File: src/design/usb_rx_cfg.svh
// usb rx configuration: bit timing and crc constants for the receiver.
`ifndef USB_RX_CFG_SVH
`define USB_RX_CFG_SVH

// full speed line sampled at 48 MHz.
`define USB_RX_CLKS_PER_BIT 4

// clocks after a resynchronizing edge before the line is sampled.
`define USB_RX_SAMPLE_PHASE 2

// x^5 + x^2 + 1, remainder left by a good token.
`define USB_RX_CRC5_POLY 5'h05
`define USB_RX_CRC5_RESIDUE 5'h0c

// x^16 + x^15 + x^2 + 1, remainder left by a good data packet.
`define USB_RX_CRC16_POLY 16'h8005
`define USB_RX_CRC16_RESIDUE 16'h800d

`endif

File: src/design/usb_rx_pkg.sv
// usb rx package: bit slot struct, packet codes and pid values.
`default_nettype none

package usb_rx_pkg;

  // one decoded bit slot on the line.
  typedef struct packed {
    logic valid;
    logic value;
    logic eop;
  } rx_bit_t;

  typedef enum logic [2:0] {
    RX_NONE,
    RX_TOKEN_IN,
    RX_TOKEN_OUT,
    RX_TOKEN_SETUP,
    RX_DATA,
    RX_ACK,
    RX_NAK,
    RX_ERROR
  } rx_packet_e;

  // low nibble of the pid byte.
  typedef enum logic [3:0] {
    PID_OUT   = 4'b0001,
    PID_IN    = 4'b1001,
    PID_SETUP = 4'b1101,
    PID_DATA0 = 4'b0011,
    PID_DATA1 = 4'b1011,
    PID_ACK   = 4'b0010,
    PID_NAK   = 4'b1010
  } pid_e;

endpackage

`default_nettype wire

File: src/design/usb_rx_sampler.sv
// usb rx sampler: recovers bit timing, decodes nrzi and flags se0 as eop.
`default_nettype none
`include "usb_rx_cfg.svh"

module usb_rx_sampler (
  input  logic                clk,
  input  logic                n_rst,
  input  logic                d_plus,
  input  logic                d_minus,
  output usb_rx_pkg::rx_bit_t raw_bit
);

  localparam int CNT_W = $clog2(`USB_RX_CLKS_PER_BIT);

  logic [1:0]       dp_sync;
  logic [1:0]       dm_sync;
  logic [1:0]       line;
  logic [1:0]       line_prev;
  logic [CNT_W-1:0] phase;
  logic             last_level;
  logic             active;
  logic             line_edge;
  logic             se0;
  logic             sample;

  assign line      = {dp_sync[1], dm_sync[1]};
  assign line_edge = (line != line_prev);
  assign se0       = (line == 2'b00);
  assign sample    = active && !line_edge && (phase == CNT_W'(`USB_RX_SAMPLE_PHASE));

  always_ff @(posedge clk or negedge n_rst) begin
    if (!n_rst) begin
      dp_sync    <= 2'b11;
      dm_sync    <= 2'b00;
      line_prev  <= 2'b10;
      phase      <= '0;
      last_level <= 1'b1;
      active     <= 1'b0;
      raw_bit    <= '0;
    end else begin
      dp_sync   <= {dp_sync[0], d_plus};
      dm_sync   <= {dm_sync[0], d_minus};
      line_prev <= line;
      // every transition restarts the bit clock.
      if (line_edge) begin
        phase <= CNT_W'(1);
      end else if (phase == CNT_W'(`USB_RX_CLKS_PER_BIT - 1)) begin
        phase <= '0;
      end else begin
        phase <= phase + 1'b1;
      end
      // first k after idle j opens the packet.
      if (!active && line == 2'b01) begin
        active <= 1'b1;
      end else if (sample && se0) begin
        active <= 1'b0;
      end
      if (sample) begin
        last_level <= se0 ? 1'b1 : line[1];
      end
      raw_bit <= '{valid: sample, value: !se0 && (line[1] == last_level), eop: se0};
    end
  end

endmodule

`default_nettype wire

File: src/design/usb_rx_destuff.sv
// usb rx destuffer: drops stuffed zeros and flags stuffing violations.
`default_nettype none

module usb_rx_destuff (
  input  logic                clk,
  input  logic                n_rst,
  input  usb_rx_pkg::rx_bit_t raw_bit,
  output usb_rx_pkg::rx_bit_t data_bit,
  output logic                stuff_error
);

  logic [2:0] ones;
  logic       stuffed;

  // the slot after six ones carries no data.
  assign stuffed = raw_bit.valid && !raw_bit.eop && (ones == 3'd6);

  always_ff @(posedge clk or negedge n_rst) begin
    if (!n_rst) begin
      ones        <= '0;
      data_bit    <= '0;
      stuff_error <= 1'b0;
    end else begin
      data_bit    <= '{valid: raw_bit.valid && !stuffed, value: raw_bit.value,
                       eop: raw_bit.eop};
      stuff_error <= stuffed && raw_bit.value;
      if (raw_bit.valid) begin
        if (raw_bit.eop || stuffed || !raw_bit.value) begin
          ones <= '0;
        end else begin
          ones <= ones + 1'b1;
        end
      end
    end
  end

endmodule

`default_nettype wire

File: src/design/usb_rx_crc.sv
// usb rx crc checker: serial lfsr over the bits after the pid.
`default_nettype none
`include "usb_rx_cfg.svh"

module usb_rx_crc #(
  parameter int               WIDTH   = 5,
  parameter logic [WIDTH-1:0] POLY    = `USB_RX_CRC5_POLY,
  parameter logic [WIDTH-1:0] RESIDUE = `USB_RX_CRC5_RESIDUE
) (
  input  logic                clk,
  input  logic                n_rst,
  input  logic                clear,
  input  usb_rx_pkg::rx_bit_t data_bit,
  output logic                pass
);

  logic [WIDTH-1:0] crc;
  logic             feedback;

  assign feedback = crc[WIDTH-1] ^ data_bit.value;

  // good packets leave a fixed remainder.
  assign pass = (crc == RESIDUE);

  always_ff @(posedge clk or negedge n_rst) begin
    if (!n_rst) begin
      crc <= '1;
    end else if (clear) begin
      crc <= '1;
    end else if (data_bit.valid && !data_bit.eop) begin
      crc <= {crc[WIDTH-2:0], 1'b0} ^ (feedback ? POLY : '0);
    end
  end

endmodule

`default_nettype wire

File: src/design/usb_rx_deser.sv
// usb rx deserializer: shifts bits into a three byte window and marks byte ends.
`default_nettype none

module usb_rx_deser (
  input  logic                clk,
  input  logic                n_rst,
  input  logic                clear,
  input  usb_rx_pkg::rx_bit_t data_bit,
  output logic [23:0]         shift_word,
  output logic                byte_done
);

  logic [2:0] bit_cnt;
  logic       shift;

  assign shift = data_bit.valid && !data_bit.eop;

  // lsb arrives first, so the newest byte settles in the top lane.
  always_ff @(posedge clk) begin
    if (shift) begin
      shift_word <= {data_bit.value, shift_word[23:1]};
    end
  end

  always_ff @(posedge clk or negedge n_rst) begin
    if (!n_rst) begin
      bit_cnt   <= '0;
      byte_done <= 1'b0;
    end else begin
      byte_done <= shift && (bit_cnt == 3'd7);
      if (clear) begin
        bit_cnt <= '0;
      end else if (shift) begin
        bit_cnt <= bit_cnt + 1'b1;
      end
    end
  end

endmodule

`default_nettype wire

File: src/design/usb_rx_ctrl.sv
// usb rx controller: tracks sync, pid and payload and reports the packet kind.
`default_nettype none

module usb_rx_ctrl (
  input  logic                   clk,
  input  logic                   n_rst,
  input  usb_rx_pkg::rx_bit_t    data_bit,
  input  logic                   stuff_error,
  input  logic                   byte_done,
  input  logic [23:0]            shift_word,
  input  logic                   crc5_pass,
  input  logic                   crc16_pass,
  output logic                   crc_clear,
  output logic                   deser_clear,
  output logic                   store_data,
  output logic [7:0]             packet_data,
  output usb_rx_pkg::rx_packet_e rx_packet
);

  import usb_rx_pkg::*;

  typedef enum logic [2:0] {
    ST_IDLE,
    ST_SYNC,
    ST_PID,
    ST_TOKEN,
    ST_DATA,
    ST_HANDSHAKE,
    ST_DONE
  } state_e;

  state_e     state;
  state_e     pid_next;
  rx_packet_e pid_kind;
  rx_packet_e kind;
  rx_packet_e final_code;
  logic [2:0] zeros;
  logic [1:0] byte_cnt;
  logic       err;
  logic       aligned;
  logic       bad;
  logic       bit_in;

  assign bit_in = data_bit.valid && !data_bit.eop;

  // last two bytes are the crc and never leave.
  assign store_data  = byte_done && (state == ST_DATA) && (byte_cnt >= 2'd2);
  assign packet_data = shift_word[7:0];

  always_comb begin
    pid_next = ST_DONE;
    pid_kind = RX_ERROR;
    if (shift_word[19:16] == ~shift_word[23:20]) begin
      case (shift_word[19:16])
        PID_IN:    begin pid_next = ST_TOKEN;     pid_kind = RX_TOKEN_IN;    end
        PID_OUT:   begin pid_next = ST_TOKEN;     pid_kind = RX_TOKEN_OUT;   end
        PID_SETUP: begin pid_next = ST_TOKEN;     pid_kind = RX_TOKEN_SETUP; end
        PID_DATA0: begin pid_next = ST_DATA;      pid_kind = RX_DATA;        end
        PID_DATA1: begin pid_next = ST_DATA;      pid_kind = RX_DATA;        end
        PID_ACK:   begin pid_next = ST_HANDSHAKE; pid_kind = RX_ACK;         end
        PID_NAK:   begin pid_next = ST_HANDSHAKE; pid_kind = RX_NAK;         end
        default:   begin pid_next = ST_DONE;      pid_kind = RX_ERROR;       end
      endcase
    end
  end

  // verdict taken when the eop slot arrives.
  always_comb begin
    bad = err || !aligned;
    case (state)
      ST_TOKEN:     bad = bad || (byte_cnt != 2'd2) || !crc5_pass;
      ST_DATA:      bad = bad || (byte_cnt < 2'd2) || !crc16_pass;
      ST_HANDSHAKE: bad = bad || (byte_cnt != 2'd0);
      default:      bad = 1'b1;
    endcase
    final_code = bad ? RX_ERROR : kind;
  end

  always_ff @(posedge clk or negedge n_rst) begin
    if (!n_rst) begin
      state       <= ST_IDLE;
      kind        <= RX_NONE;
      zeros       <= '0;
      byte_cnt    <= '0;
      err         <= 1'b0;
      aligned     <= 1'b0;
      rx_packet   <= RX_NONE;
      crc_clear   <= 1'b1;
      deser_clear <= 1'b1;
    end else begin
      crc_clear   <= 1'b0;
      deser_clear <= 1'b0;
      if (stuff_error && state != ST_IDLE) begin
        err <= 1'b1;
      end
      if (byte_done) begin
        aligned <= 1'b1;
      end else if (bit_in) begin
        aligned <= 1'b0;
      end
      if (data_bit.valid && data_bit.eop && state != ST_IDLE) begin
        rx_packet <= final_code;
        state     <= ST_IDLE;
      end else begin
        case (state)
          ST_IDLE: begin
            if (bit_in && !data_bit.value) begin
              state       <= ST_SYNC;
              zeros       <= 3'd1;
              err         <= 1'b0;
              rx_packet   <= RX_NONE;
              deser_clear <= 1'b1;
            end
          end
          ST_SYNC: begin
            if (bit_in && !data_bit.value && zeros != 3'd7) begin
              zeros <= zeros + 1'b1;
            end else if (bit_in && data_bit.value && zeros == 3'd7) begin
              state       <= ST_PID;
              deser_clear <= 1'b1;
            end else if (bit_in) begin
              err   <= 1'b1;
              state <= ST_DONE;
            end
          end
          ST_PID: begin
            if (byte_done) begin
              state     <= pid_next;
              kind      <= pid_kind;
              byte_cnt  <= '0;
              crc_clear <= 1'b1;
            end
          end
          ST_TOKEN, ST_DATA, ST_HANDSHAKE: begin
            if (byte_done && byte_cnt != 2'd3) begin
              byte_cnt <= byte_cnt + 1'b1;
            end
          end
          default: ;
        endcase
      end
    end
  end

endmodule

`default_nettype wire

File: src/design/usb_rx.sv
// usb rx top: full speed receive pipeline from line pair to packet bytes.
`default_nettype none
`include "usb_rx_cfg.svh"

module usb_rx (
  input  logic                   clk,
  input  logic                   n_rst,
  input  logic                   d_plus,
  input  logic                   d_minus,
  output usb_rx_pkg::rx_packet_e rx_packet,
  output logic                   store_data,
  output logic [7:0]             packet_data
);

  import usb_rx_pkg::*;

  rx_bit_t     raw_bit;
  rx_bit_t     data_bit;
  logic        stuff_error;
  logic        crc_clear;
  logic        deser_clear;
  logic        crc5_pass;
  logic        crc16_pass;
  logic        byte_done;
  logic [23:0] shift_word;

  usb_rx_sampler u_sampler (
    .clk(clk), .n_rst(n_rst), .d_plus(d_plus), .d_minus(d_minus), .raw_bit(raw_bit)
  );

  usb_rx_destuff u_destuff (
    .clk(clk), .n_rst(n_rst), .raw_bit(raw_bit), .data_bit(data_bit),
    .stuff_error(stuff_error)
  );

  usb_rx_crc #(
    .WIDTH(5), .POLY(`USB_RX_CRC5_POLY), .RESIDUE(`USB_RX_CRC5_RESIDUE)
  ) u_crc5 (
    .clk(clk), .n_rst(n_rst), .clear(crc_clear), .data_bit(data_bit), .pass(crc5_pass)
  );

  usb_rx_crc #(
    .WIDTH(16), .POLY(`USB_RX_CRC16_POLY), .RESIDUE(`USB_RX_CRC16_RESIDUE)
  ) u_crc16 (
    .clk(clk), .n_rst(n_rst), .clear(crc_clear), .data_bit(data_bit), .pass(crc16_pass)
  );

  usb_rx_deser u_deser (
    .clk(clk), .n_rst(n_rst), .clear(deser_clear), .data_bit(data_bit),
    .shift_word(shift_word), .byte_done(byte_done)
  );

  usb_rx_ctrl u_ctrl (
    .clk(clk), .n_rst(n_rst), .data_bit(data_bit), .stuff_error(stuff_error),
    .byte_done(byte_done), .shift_word(shift_word), .crc5_pass(crc5_pass),
    .crc16_pass(crc16_pass), .crc_clear(crc_clear), .deser_clear(deser_clear),
    .store_data(store_data), .packet_data(packet_data), .rx_packet(rx_packet)
  );

endmodule

`default_nettype wire

File: config.mk
export PLATFORM = sky130hd
export DESIGN_NAME = usb_rx
export DESIGN_NICKNAME = d
export VERILOG_FILES = /design/src/design/usb_rx_pkg.sv /design/src/design/usb_rx_sampler.sv /design/src/design/usb_rx_destuff.sv /design/src/design/usb_rx_crc.sv /design/src/design/usb_rx_deser.sv /design/src/design/usb_rx_ctrl.sv /design/src/design/usb_rx.sv
export VERILOG_INCLUDE_DIRS = /design/src /design/src/design
export SDC_FILE = /design/constraint.sdc
export NUM_CORES = 1
export LEC_CHECK = 0
export BUFFER_PORTS_ARGS = -buffer_cell sky130_fd_sc_hd__buf_2
export CAP_MARGIN = 20
export CORE_MARGIN = 5
export CORE_UTILIZATION = 24
export CTS_CLUSTER_SIZE = 24
export DETAILED_ROUTE_END_ITERATION = 6
export PLACE_DENSITY = 0.37
export SYNTH_ARGS = -nofsm -noshare
export SYNTH_HDL_FRONTEND = slang
export SYNTH_SLANG_ARGS = --single-unit
File: constraint.sdc
create_clock -name clk -period 5.85 [get_ports clk]
set_clock_uncertainty 0.15 [all_clocks]
set_input_delay 0.2925 -clock clk [delete_from_list [all_inputs] [get_ports clk]]
set_output_delay 0.2925 -clock clk [all_outputs]
set_load 0.01 [all_outputs]
==> results of run 1 <==
synth_stat cells, types with 2 or more instances:
cell,count
edfxtp_1,24
a211o_1,2
xnor2_1,6
nand4_1,2
a22o_1,2
buf_4,8
nor2b_1,3
mux2_2,5
a21o_1,2
o21ai_0,10
inv_1,9
dfstp_2,27
nor4_1,3
nand2_1,53
nor3_1,4
nand3b_1,20
o41ai_1,2
and2_1,3
nor2_1,18
nand3_1,8
o22ai_1,2
nand2b_1,4
a21oi_1,10
nor4b_1,2
and3_1,2
xor2_1,7
ha_1,11
a31oi_1,5
a22oi_1,4
dfrtp_1,36
clkbuf_1,12
layout make-up:
type	instances	area [um2]	area share, %
Sequential cell	87	2330	53.1
Clock buffer	9	225	5.13
Multi-Input combinational cell	213	1360	31.0
Timing Repair Buffer	19	110	2.51
Inverter	10	37.5	0.855
Clock inverter	7	55.1	1.25
Tap cell	216	270	6.16
metal layers:
metal  up-vias  share of wire (%)
li1       1185                  -
met3        14                4.4
met2        46                 45
met5         -                  0
met1      1157                 49
met4         0                2.3
flip-flops by register name, summed over array words and instances (netlist names):
signal and flops:
u_sampler.dp_sync 2, u_ctrl.state 3, u_destuff.ones 3, u_ctrl.err 1, u_ctrl.zeros 3, u_ctrl.byte_cnt 2
u_sampler.last_level 1, u_sampler.active 1, u_ctrl.aligned 1, u_ctrl.rx_packet 3, u_deser.shift_word 24, u_deser.bit_cnt 3
u_sampler.raw_bit 3, u_ctrl.crc_clear 1, u_ctrl.deser_clear 1, u_deser.byte_done 1, u_destuff.data_bit 3, u_sampler.phase 2
u_sampler.line_prev 2, u_destuff.stuff_error 1, u_crc5.crc 5, u_ctrl.kind 3, u_crc16.crc 16, u_sampler.dm_sync 2
per-stage QoR:
| stage | hold WS, ns | util (%) | power, mW | cells | instance area [um2] |
|---|---|---|---|---|---|
| 5_1_grt | 0.0600 | 27.8 | 1.51 | 561 | 4390 |
| 4_1_cts | 0.0185 | 27.8 | 1.46 | 561 | 4390 |
| 3_3_place_gp | 0.189 | 25.9 | 0.897 | 543 | 4090 |
| 6_report | -0.0146 | 27.8 | 1.43 | 561 | 4390 |
| 2_1_floorplan | -0.153 | - | 0.844 | 330 | 3830 |
| 3_5_place_dp | 0.187 | 25.9 | 0.896 | 543 | 4090 |
worst max-delay path, delay by kind of cell (launching register included):
family	cells	cell delay, ns
flip-flops	1	0.44
AO/OA/AOI/OAI	3	0.75
buffers and inverters	2	0.79
AND/OR/NAND/NOR	1	0.14
cell families (layout without fill, tap and decap cells):
family | count (synthesis) | after routing
simple gates | 131 | 131
buf+inv | 30 | 45
compound gates | 52 | 52
mux | 6 | 6
xor+xnor | 13 | 13
fa+ha+maj | 11 | 11
flops | 87 | 87
what timing repair did:
action,CTS,global route
endpoints found under the setup margin,0,0
hold buffers,2,0
endpoints found under the hold margin,2,0
final timing paths:
| check | startpoint | to | slack [ns] |
|---|---|---|---|
| hold reg to reg | u_sampler.dm_sync[0] | u_sampler.dm_sync[1] | 0.20 |
| min in group clk | u_sampler.dm_sync[0] | u_sampler.dm_sync[1] | 0.20 |
| setup / recovery | u_destuff.data_bit[0] | u_ctrl.state[2] | 3.46 |
| hold / removal | n_rst | u_deser.bit_cnt[0] | -0.01 |
| max in group asynchronous | n_rst | u_ctrl.rx_packet[1] | 5.01 |
| setup reg to reg | u_destuff.data_bit[0] | u_ctrl.state[2] | 3.46 |
power groups by stage:
stage	registers, mW	clock network, mW	logic [mW]
2_1_floorplan	0.705	0	0.139
3_3_place_gp	0.735	0	0.162
3_5_place_dp	0.735	0	0.161
4_1_cts	0.724	0.570	0.163
5_1_grt	0.731	0.593	0.183
6_report	0.724	0.541	0.160
==> flow_metrics.tcl, run 1 <==
set metrics [dict create \
    grt_max_degree 64 \
    grt_overflow 0 \
    clkPwrFrac_pct 38.0 \
    yosys.area_share.adder_pct 3.59 \
    grt_pass1_vias 2402 \
    hold_viol 7 \
    post_cts_buffers 0 \
    fp.dieH_um 136 \
    synth_cells 330 \
    switching_share_pct 27.2 \
    post_synth.cell_area_avg_um2 11.6 \
    required_ns 5.94 \
    worstPathArrival_ns 2.47 \
    grt.busiest_layer "met2" \
    power_frac_comb_pct 11.2 \
    min_period_ns 2.39 \
    synth_mux_area_share_pct 1.73 \
    drtPass1Iterations 4 \
    max-vdd-ir-drop_mv 0.151 \
    grt_use_total_pct 8.95 \
    dieArea_mm2 0.0186 \
    use_met1_pct 11.6 \
    drt_wl_total_um 7670 \
    path_max_fanout 48 \
    cts_buffers 9 \
    synth_cell_types 55 \
    critPathMaxStageDelay_ns 0.45 \
    antenna_found_initial 0 \
    p_seq_share_pct 50.8 \
    power_switching_mw 0.387 \
    crit_type "reg2reg" \
    die_width_um 136 \
    final_common_cell "nand2_1" \
    synth_top_area_cell "dfrtp_1" \
    drv_cap 0 \
    critPathLaunchType "flop" \
    grt_pass1_wl_um 12800 \
    max_freq_mhz 419 \
    clk_latency_ns 0.34 \
    synth-warning-count 0 \
    synth_ff_type "dfrtp_1" \
    violations "hold timing" \
    drtIter0Drc 96 \
    rows 46 \
    finalCritPeriodShare_pct 40.8 \
    gp_congestion 0.761 \
    rsz0062_at_grt "false" \
    worst_slack_ns 3.46 \
    crit_chain "nand2b_1 -> buf_4 -> inv_2 -> a31oi_1 -> a21oi_1 -> o41ai_1" \
    fillers 1672 \
    cp_slowest_cell "inv_2" \
    relSlewSlack_pct 37.4 \
    power.density_mw_per_mm2 325 \
    whs_ns -0.0146 \
    syn_nets 345 \
    status "finished with violations" \
    cts_resized 0 \
    cts_tree "yes" \
    portBuffers 15 \
    vias 2402 \
    cts.sinks 87 \
    pre_cts_slack_ns 3.45 \
    ys_seq_area_share_pct 60.8 \
    core-area_mm2 0.0158 \
    syn_area_mm2 0.00383 \
    htree_levels 3 \
    holdCritPathClass "in2async" \
    tightest_slew_ns 0.938 \
    tns_ns 0 \
    cts_buffer_depth 2 \
    synth-compound-area-share_pct 9.40 \
    synth_xor_area_share_pct 2.97 \
    fin_nets 355 \
    synth-edff-count 24 \
    synth_top_area_share_pct 23.5 \
    synth-seq-cells 87 \
    r2r_cells 6 \
    p_int_mw 1.04 \
    dp_hpwl_um 4950 \
    antenna_left 0 \
    async_flop_share_pct 72.4 \
    wl_per_cell_um 13.7 \
    met3_usage_pct 2.89 \
    synth_top_family_by_area "simple AND/OR/NAND/NOR gates" \
    yosys-top-cells-area "dfrtp_1 (24%), edfxtp_1 (19%), dfstp_2 (19%)" \
    path_clk_slew_ns 0.07 \
    drive_above_1_share_pct 20.3 \
    final_cell_mix "nand2_1 (53), dfrtp_1 (36), dfstp_2 (27)" \
    boundaryPins 16 \
    finalMaxSlewViolations 0 \
    start_util_pct 24.3 \
    cp-end-kind "flop" \
    num_antenna_cells 0 \
    gr-usage-met2_pct 13.5 \
    yosys.area_share.simple_pct 17.8 \
    drc 0 \
    ctsRootBufferMaster "clkbuf_16" \
    p_leak_nw 1.76 \
    via_per_inst 4.28 \
    syn2layout_area_growth_pct 14.5 \
    finalSetupViolations 0 \
]
Power figures use the tool's default switching activity.
==> run 2, diff against run 1 <==
- ABC_AREA: unset -> 1
- PLACE_DENSITY: 0.37 -> 0.38
- clock period: 5.85 -> 2.1 ns (I/O delays scaled with it)
==> run 2 against run 1 <==
Net effect:
- the flow now finishes without violations
- synthesized cell count grew 20%
- register-to-register slack got worse by 3.0 ns
- clock power rose to 3.1 times the previous value
- worst setup slack lost 3.0 ns
==> flow_metrics.tcl, run 2 <==
set metrics [dict create \
    status "complete, no violations" \
    ys_seq_area_share_pct 60.3 \
    p_leak_nw 2.08 \
    cts_buffers 9 \
    synth_cell_types 29 \
    async_flop_share_pct 72.4 \
    crit_type "reg2reg" \
    ctsRootBufferMaster "clkbuf_16" \
    syn2layout_area_growth_pct 17.3 \
    vias 2535 \
    yosys-top-cells-area "dfrtp_1 (23%), edfxtp_1 (19%), dfstp_2 (18%)" \
    yosysMostFrequentCell "nand2_1" \
    portBuffers 15 \
    hold_viol 0 \
    cts_buffer_depth 2 \
    regMostFlops "u_deser.shift_word" \
    grt_pass1_wl_um 12700 \
    cp-end-kind "flop" \
    syn_nets 412 \
    grt_max_degree 64 \
    grt_use_total_pct 8.66 \
    synth_ff_type "dfrtp_1" \
    rows 46 \
    boundaryPins 16 \
    path_max_fanout 3 \
    finalSetupViolations 0 \
    max-vdd-ir-drop_mv 0.427 \
    drc 0 \
    grt_overflow 0 \
    dieArea_mm2 0.0187 \
    largest_reg_flops 24 \
    worstPathArrival_ns 1.74 \
    fin_nets 435 \
    cts_tree "yes" \
    drt_wl_total_um 7270 \
    critPathLaunchType "flop" \
    cts.sinks 87 \
    clk_latency_ns 0.34 \
    drive_above_1_share_pct 19.3 \
    synth-warning-count 0 \
    syn_area_mm2 0.00386 \
    synth_cells 397 \
    finalPower_mw 4.94 \
    post_synth.cell_area_avg_um2 9.73 \
    min_period_ns 1.66 \
    holdCritPathClass "in2async" \
    die_width_um 137 \
    largestRegisters "u_deser.shift_word (24), u_crc16.crc (16), u_crc5.crc (5)" \
    max_freq_mhz 603 \
    finalMaxSlewViolations 0 \
    path_clk_slew_ns 0.06 \
    drtPass1Iterations 4 \
    fp.dieH_um 137 \
    drv_cap 0 \
    drtIter0Drc 190 \
    rsz0062_at_grt "false" \
    final_common_cell "nand2_1" \
    antenna_found_initial 0 \
    relSlewSlack_pct 70.3 \
    antenna_left 0 \
    finalCritPeriodShare_pct 79.0 \
    wl_per_cell_um 11.3 \
    num_antenna_cells 0 \
    gp_congestion 0.704 \
    via_per_inst 3.95 \
    tightest_slew_ns 0.444 \
    start_util_pct 24.4 \
    dp_hpwl_um 5120 \
    synth_top_area_share_pct 23.3 \
    tns_ns 0 \
    synth-seq-cells 87 \
    power.density_mw_per_mm2 1090 \
    grt_pass1_vias 2556 \
    core-area_mm2 0.0158 \
    synth_commonest_cells "nand2_1 (80), inv_1 (54), nor2_1 (49)" \
    htree_levels 3 \
    synth_top_area_cell "dfrtp_1" \
    final_cell_mix "nand2_1 (80), inv_1 (54), nor2_1 (49)" \
    synth-edff-count 24 \
    required_ns 2.18 \
]
==> run 2: cell count changes in the layout (fill, tap and decap cells not counted), sizes merged, moves of 5 or more <==
cell,previous run,this run
xor2,7,2
a22oi,4,13
nor2,18,56
nand3b,20,0
nand3,8,30
nand2,53,81
o21ai,10,18
inv,12,63
mux2,5,0
==> run 2: final timing paths <==
kind,cells after the start,end,slack [ns],startpoint
worst min-delay path,3,u_ctrl.rx_packet[1],0.15,n_rst
max in group asynchronous,3,u_crc16.crc[6],1.31,n_rst
worst min register to register,0,u_sampler.dm_sync[1],0.20,u_sampler.dm_sync[0]
worst max register to register,10,u_ctrl.state[2],0.44,u_ctrl.zeros[0]
worst max-delay path,10,u_ctrl.state[2],0.44,u_ctrl.zeros[0]
min in group clk,0,u_sampler.dm_sync[1],0.20,u_sampler.dm_sync[0]
==> run 2: critical path, stage by stage, from the launching register on <==
cell and delay, ns:
dfrtp_1 0.39, ha_1 0.21, ha_1 0.18, inv_1 0.08
nand3_1 0.11, nor2_2 0.14, nor2_1 0.07, nand3_2 0.09
inv_2 0.03, nand2_1 0.05, nand2_1 0.04
==> run 2: power by group <==
part	total (mW)	switching [mW]	internal, mW
registers	2.28	0.184	2.10
clock network	1.70	0.663	1.04
logic	0.952	0.613	0.338
==> run 2: stage by stage <==
step / setup WS [ns] / utilization, % / hold slack [ns] / area [um2] / instances
finish: 0.442 / 28.6 / 0.149 / 4530 / 641
detailed placement: 0.425 / 26.4 / -0.00107 / 4180 / 622
global placement: 0.441 / 26.4 / -0.00630 / 4180 / 622
global route: 0.266 / 28.6 / 0.197 / 4530 / 641
floorplan: 0.289 / - / -0.341 / 3860 / 397
CTS: 0.399 / 28.6 / 0.171 / 4530 / 641
==> run 2: area by class of cell <==
type,count,area [um2]
flip-flops and latches,87,2330
well taps,216,270
multi-input cells,238,1230
clock inverters,7,95.1
inverters,62,233
clock buffers,9,225
fillers,1662,11300
repair buffers,22,148
==> run 2: routing by layer <==
metal / part of all wire, % / wire length (um) / GRT usage (%) / vias to the layer above
met5: 0 / 0 / 0 / -
met2: 47 / 3390 / 13.7 / 30
li1: - / - / - / 1325
met4: 1.3 / 97 / 2.99 / 0
met3: 3.5 / 253 / 2.76 / 8
met1: 49 / 3530 / 11.2 / 1172
==> run 2: repair_timing <==
item | in CTS | in global routing
hold buffers | 3 | 0
gates resized for setup | 0 | 0
hold endpoints to repair | 65 | 0
buffers inserted | 0 | 0
==> run 2: cell families (layout without fill, tap and decap cells) <==
kind of cell / after synthesis / in the layout / synth area share [%]
AOI/OAI and AO/OA: 44 / 44 / 6.96
xor gates and xnor gates: 5 / 5 / 1.13
DFF: 87 / 87 / 60.3
and+or+nand+nor: 178 / 178 / 20.2
buffers and inverters: 72 / 100 / 7.84
adders and majority gates: 11 / 11 / 3.56
==> run 3, diff against run 2 <==
- ABC_AREA: 1 -> 0
- clock period: 2.1 -> 1.39 ns (I/O delays scaled with it)
==> run 3 against run 2 <==
Net effect:
- the flow now finishes with violations (setup timing)
- non-clock buffer count grew 82
- via count is 9.1% higher
- sequential share of layout area shrank 10 points
- combinational power is 88% higher
- global-route usage is 1.5 points higher
- total power grew 45%
- die area is 0.75% lower
- worst setup slack got worse by 1.0 ns
- critical path depth decreased by 6
- sequential cell count stayed put
- final cell count rose by 0.78%
- first-iteration DRC count shrank 46%
- critical path type unchanged
- largest cell class unchanged
- largest power group unchanged
==> flow_metrics.tcl, run 3 (synthesis results as in run 1) <==
set metrics [dict create \
    rows 46 \
    status "finished with violations" \
    largest_reg_flops 24 \
    min_period_ns 1.99 \
    critPathLaunchType "flop" \
    cp-end-kind "flop" \
    finalCritPeriodShare_pct 143 \
    via_per_inst 4.28 \
    violations "setup timing" \
    switching_share_pct 26.5 \
    p_seq_share_pct 41.4 \
    startpoint "u_ctrl.state[1]" \
    drt_wl_total_um 8760 \
    ctsRootBufferMaster "clkbuf_16" \
    max_freq_mhz 501 \
    p_int_mw 5.26 \
    clk_latency_ns 0.34 \
    grt_use_total_pct 10.1 \
    tightest_slew_ns 0.410 \
    gp_congestion 0.755 \
    cts_buffers 9 \
    drc 0 \
    final_util_pct 35.9 \
    antenna_left 0 \
    syn2layout_area_growth_pct 47.7 \
    drive_above_1_share_pct 48.4 \
    fillers 1588 \
    worstPathArrival_ns 2.07 \
    final_cell_mix "buf_4 (53), nand2_1 (43), dfrtp_1 (33)" \
    cts_buffer_depth 2 \
    htree_levels 3 \
    path_buf_inv 0 \
    grt_max_degree 64 \
    dieArea_mm2 0.0186 \
    grt_pass1_wl_um 14600 \
    critPathMaxStageDelay_ns 0.43 \
    core-area_mm2 0.0158 \
    final_common_cell "buf_4" \
    grt_pass1_vias 2816 \
    fin_nets 440 \
    cp_slowest_cell "or4_4" \
    clkPwrFrac_pct 33.6 \
    antenna_found_initial 0 \
    worst_slack_ns -0.604 \
    placed_area_mm2 0.00455 \
    wl_per_cell_um 13.6 \
    fp.dieH_um 136 \
    die_width_um 136 \
    largestRegisters "u_deser.shift_word (24), u_crc16.crc (16), u_crc5.crc (5)" \
    drv_cap 0 \
    path_clk_slew_ns 0.06 \
    final_area_mm2 0.00566 \
    critical_path.top_delay_family "simple AND/OR/NAND/NOR gates" \
    power_switching_mw 1.89 \
    power.density_mw_per_mm2 1260 \
    portBuffers 15 \
    boundaryPins 16 \
    relSlewSlack_pct 72.4 \
    crit_chain "or3b_4 -> or4_4 -> and2_4 -> a221o_1" \
    p_leak_nw 2.34 \
    power_frac_comb_pct 25.0 \
    cts.sinks 87 \
    num_antenna_cells 0 \
    regMostFlops "u_deser.shift_word" \
    holdCritPathClass "in2async" \
    grt_overflow 0 \
    drtPass1Iterations 4 \
    max-vdd-ir-drop_mv 0.845 \
    finalSetupViolations 31 \
    required_ns 1.47 \
    crit_type "reg2reg" \
    cts_tree "yes" \
    r2r-start "u_ctrl.state[1]" \
    vias 2765 \
    drtIter0Drc 103 \
    rsz0062_at_grt "true" \
    finalMaxSlewViolations 0 \
    hold_viol 0 \
    start_util_pct 24.3 \
    dp_hpwl_um 5350 \
    path_max_fanout 2 \
]
-- run 3: cell count changes in the layout (fill, tap and decap cells not counted), moves of 6 or more --
cell / previous run / this run
buf_6: 0 / 17
buf_12: 1 / 8
nand2_2: 0 / 10
o21ai_0: 10 / 4
a22oi_1: 13 / 1
inv_1: 54 / 7
inv_2: 8 / 0
nor2_1: 49 / 13
nand3_1: 26 / 4
buf_4: 3 / 53
nand3b_1: 0 / 20
nand2_1: 80 / 43
-- run 3: worst min-delay path, cell delays in order --
cell	delay [ns]
dlygate4sd3_1	0.52
buf_2	0.12
buf_12	0.31
-- run 3: area by class of cell --
type,count,area [um2],area share (%)
sequential,87,2330,41.2
clock inverter,6,70.1,1.24
timing repair buffer,104,1050,18.6
clock buffer,10,229,4.05
tap,216,270,4.77
inverter,10,57.6,1.02
multi-input combinational,213,1650,29.1
-- run 3: power groups by stage --
stage | Clock, mW | Sequential, mW | Combinational, mW
finish | 2.40 | 2.96 | 1.79
global route | 2.63 | 2.99 | 1.93
CTS | 2.54 | 2.95 | 1.49
detailed placement | 0 | 2.99 | 1.10
global placement | 0 | 2.99 | 1.09
floorplan | 0 | 2.97 | 0.624
-- run 3: final timing paths --
kind / to / slack, ns / cells past startpoint
worst max-delay path: u_ctrl.state[1] / -0.60 / 4
max in group asynchronous: u_ctrl.crc_clear / 0.64 / 3
min in group clk: u_sampler.dm_sync[1] / 0.20 / 0
worst max register to register: u_ctrl.state[1] / -0.60 / 4
worst min-delay path: u_sampler.dm_sync[1] / 0.13 / 3
worst min register to register: u_sampler.dm_sync[1] / 0.20 / 0
-- run 3: stage by stage --
stage                     total power, mW  TNS [ns]  std cells  setup WS, ns  hold slack, ns
after CTS                            6.99     -5.59        636        -0.601           0.127
after detailed placement             4.09    -10.17        596        -0.613         -0.0273
after floorplan                      3.59     -3.30        330        -0.590          -0.376
after global routing                 7.55     -8.33        646        -0.648           0.163
final                                7.15     -6.47        646        -0.604           0.127
after global placement               4.08     -9.80        596        -0.586         -0.0343
-- run 3: per-layer routing --
metal  up-vias  GRT usage (%)  wire (um)
met2        38           16.2       4140
met1      1352           12.9       4120
li1       1360              -          -
met4         0           3.86        155
met3        15           3.07        349
met5         -              0          0
-- run 3: repair_timing --
action	4_1_cts	5_1_grt
gates resized for setup	65	45
pin swaps	20	24
gates cloned	3	3
setup buffers	18	11
setup endpoints to repair	68	39
hold endpoints to repair	65	0
hold buffers	3	0
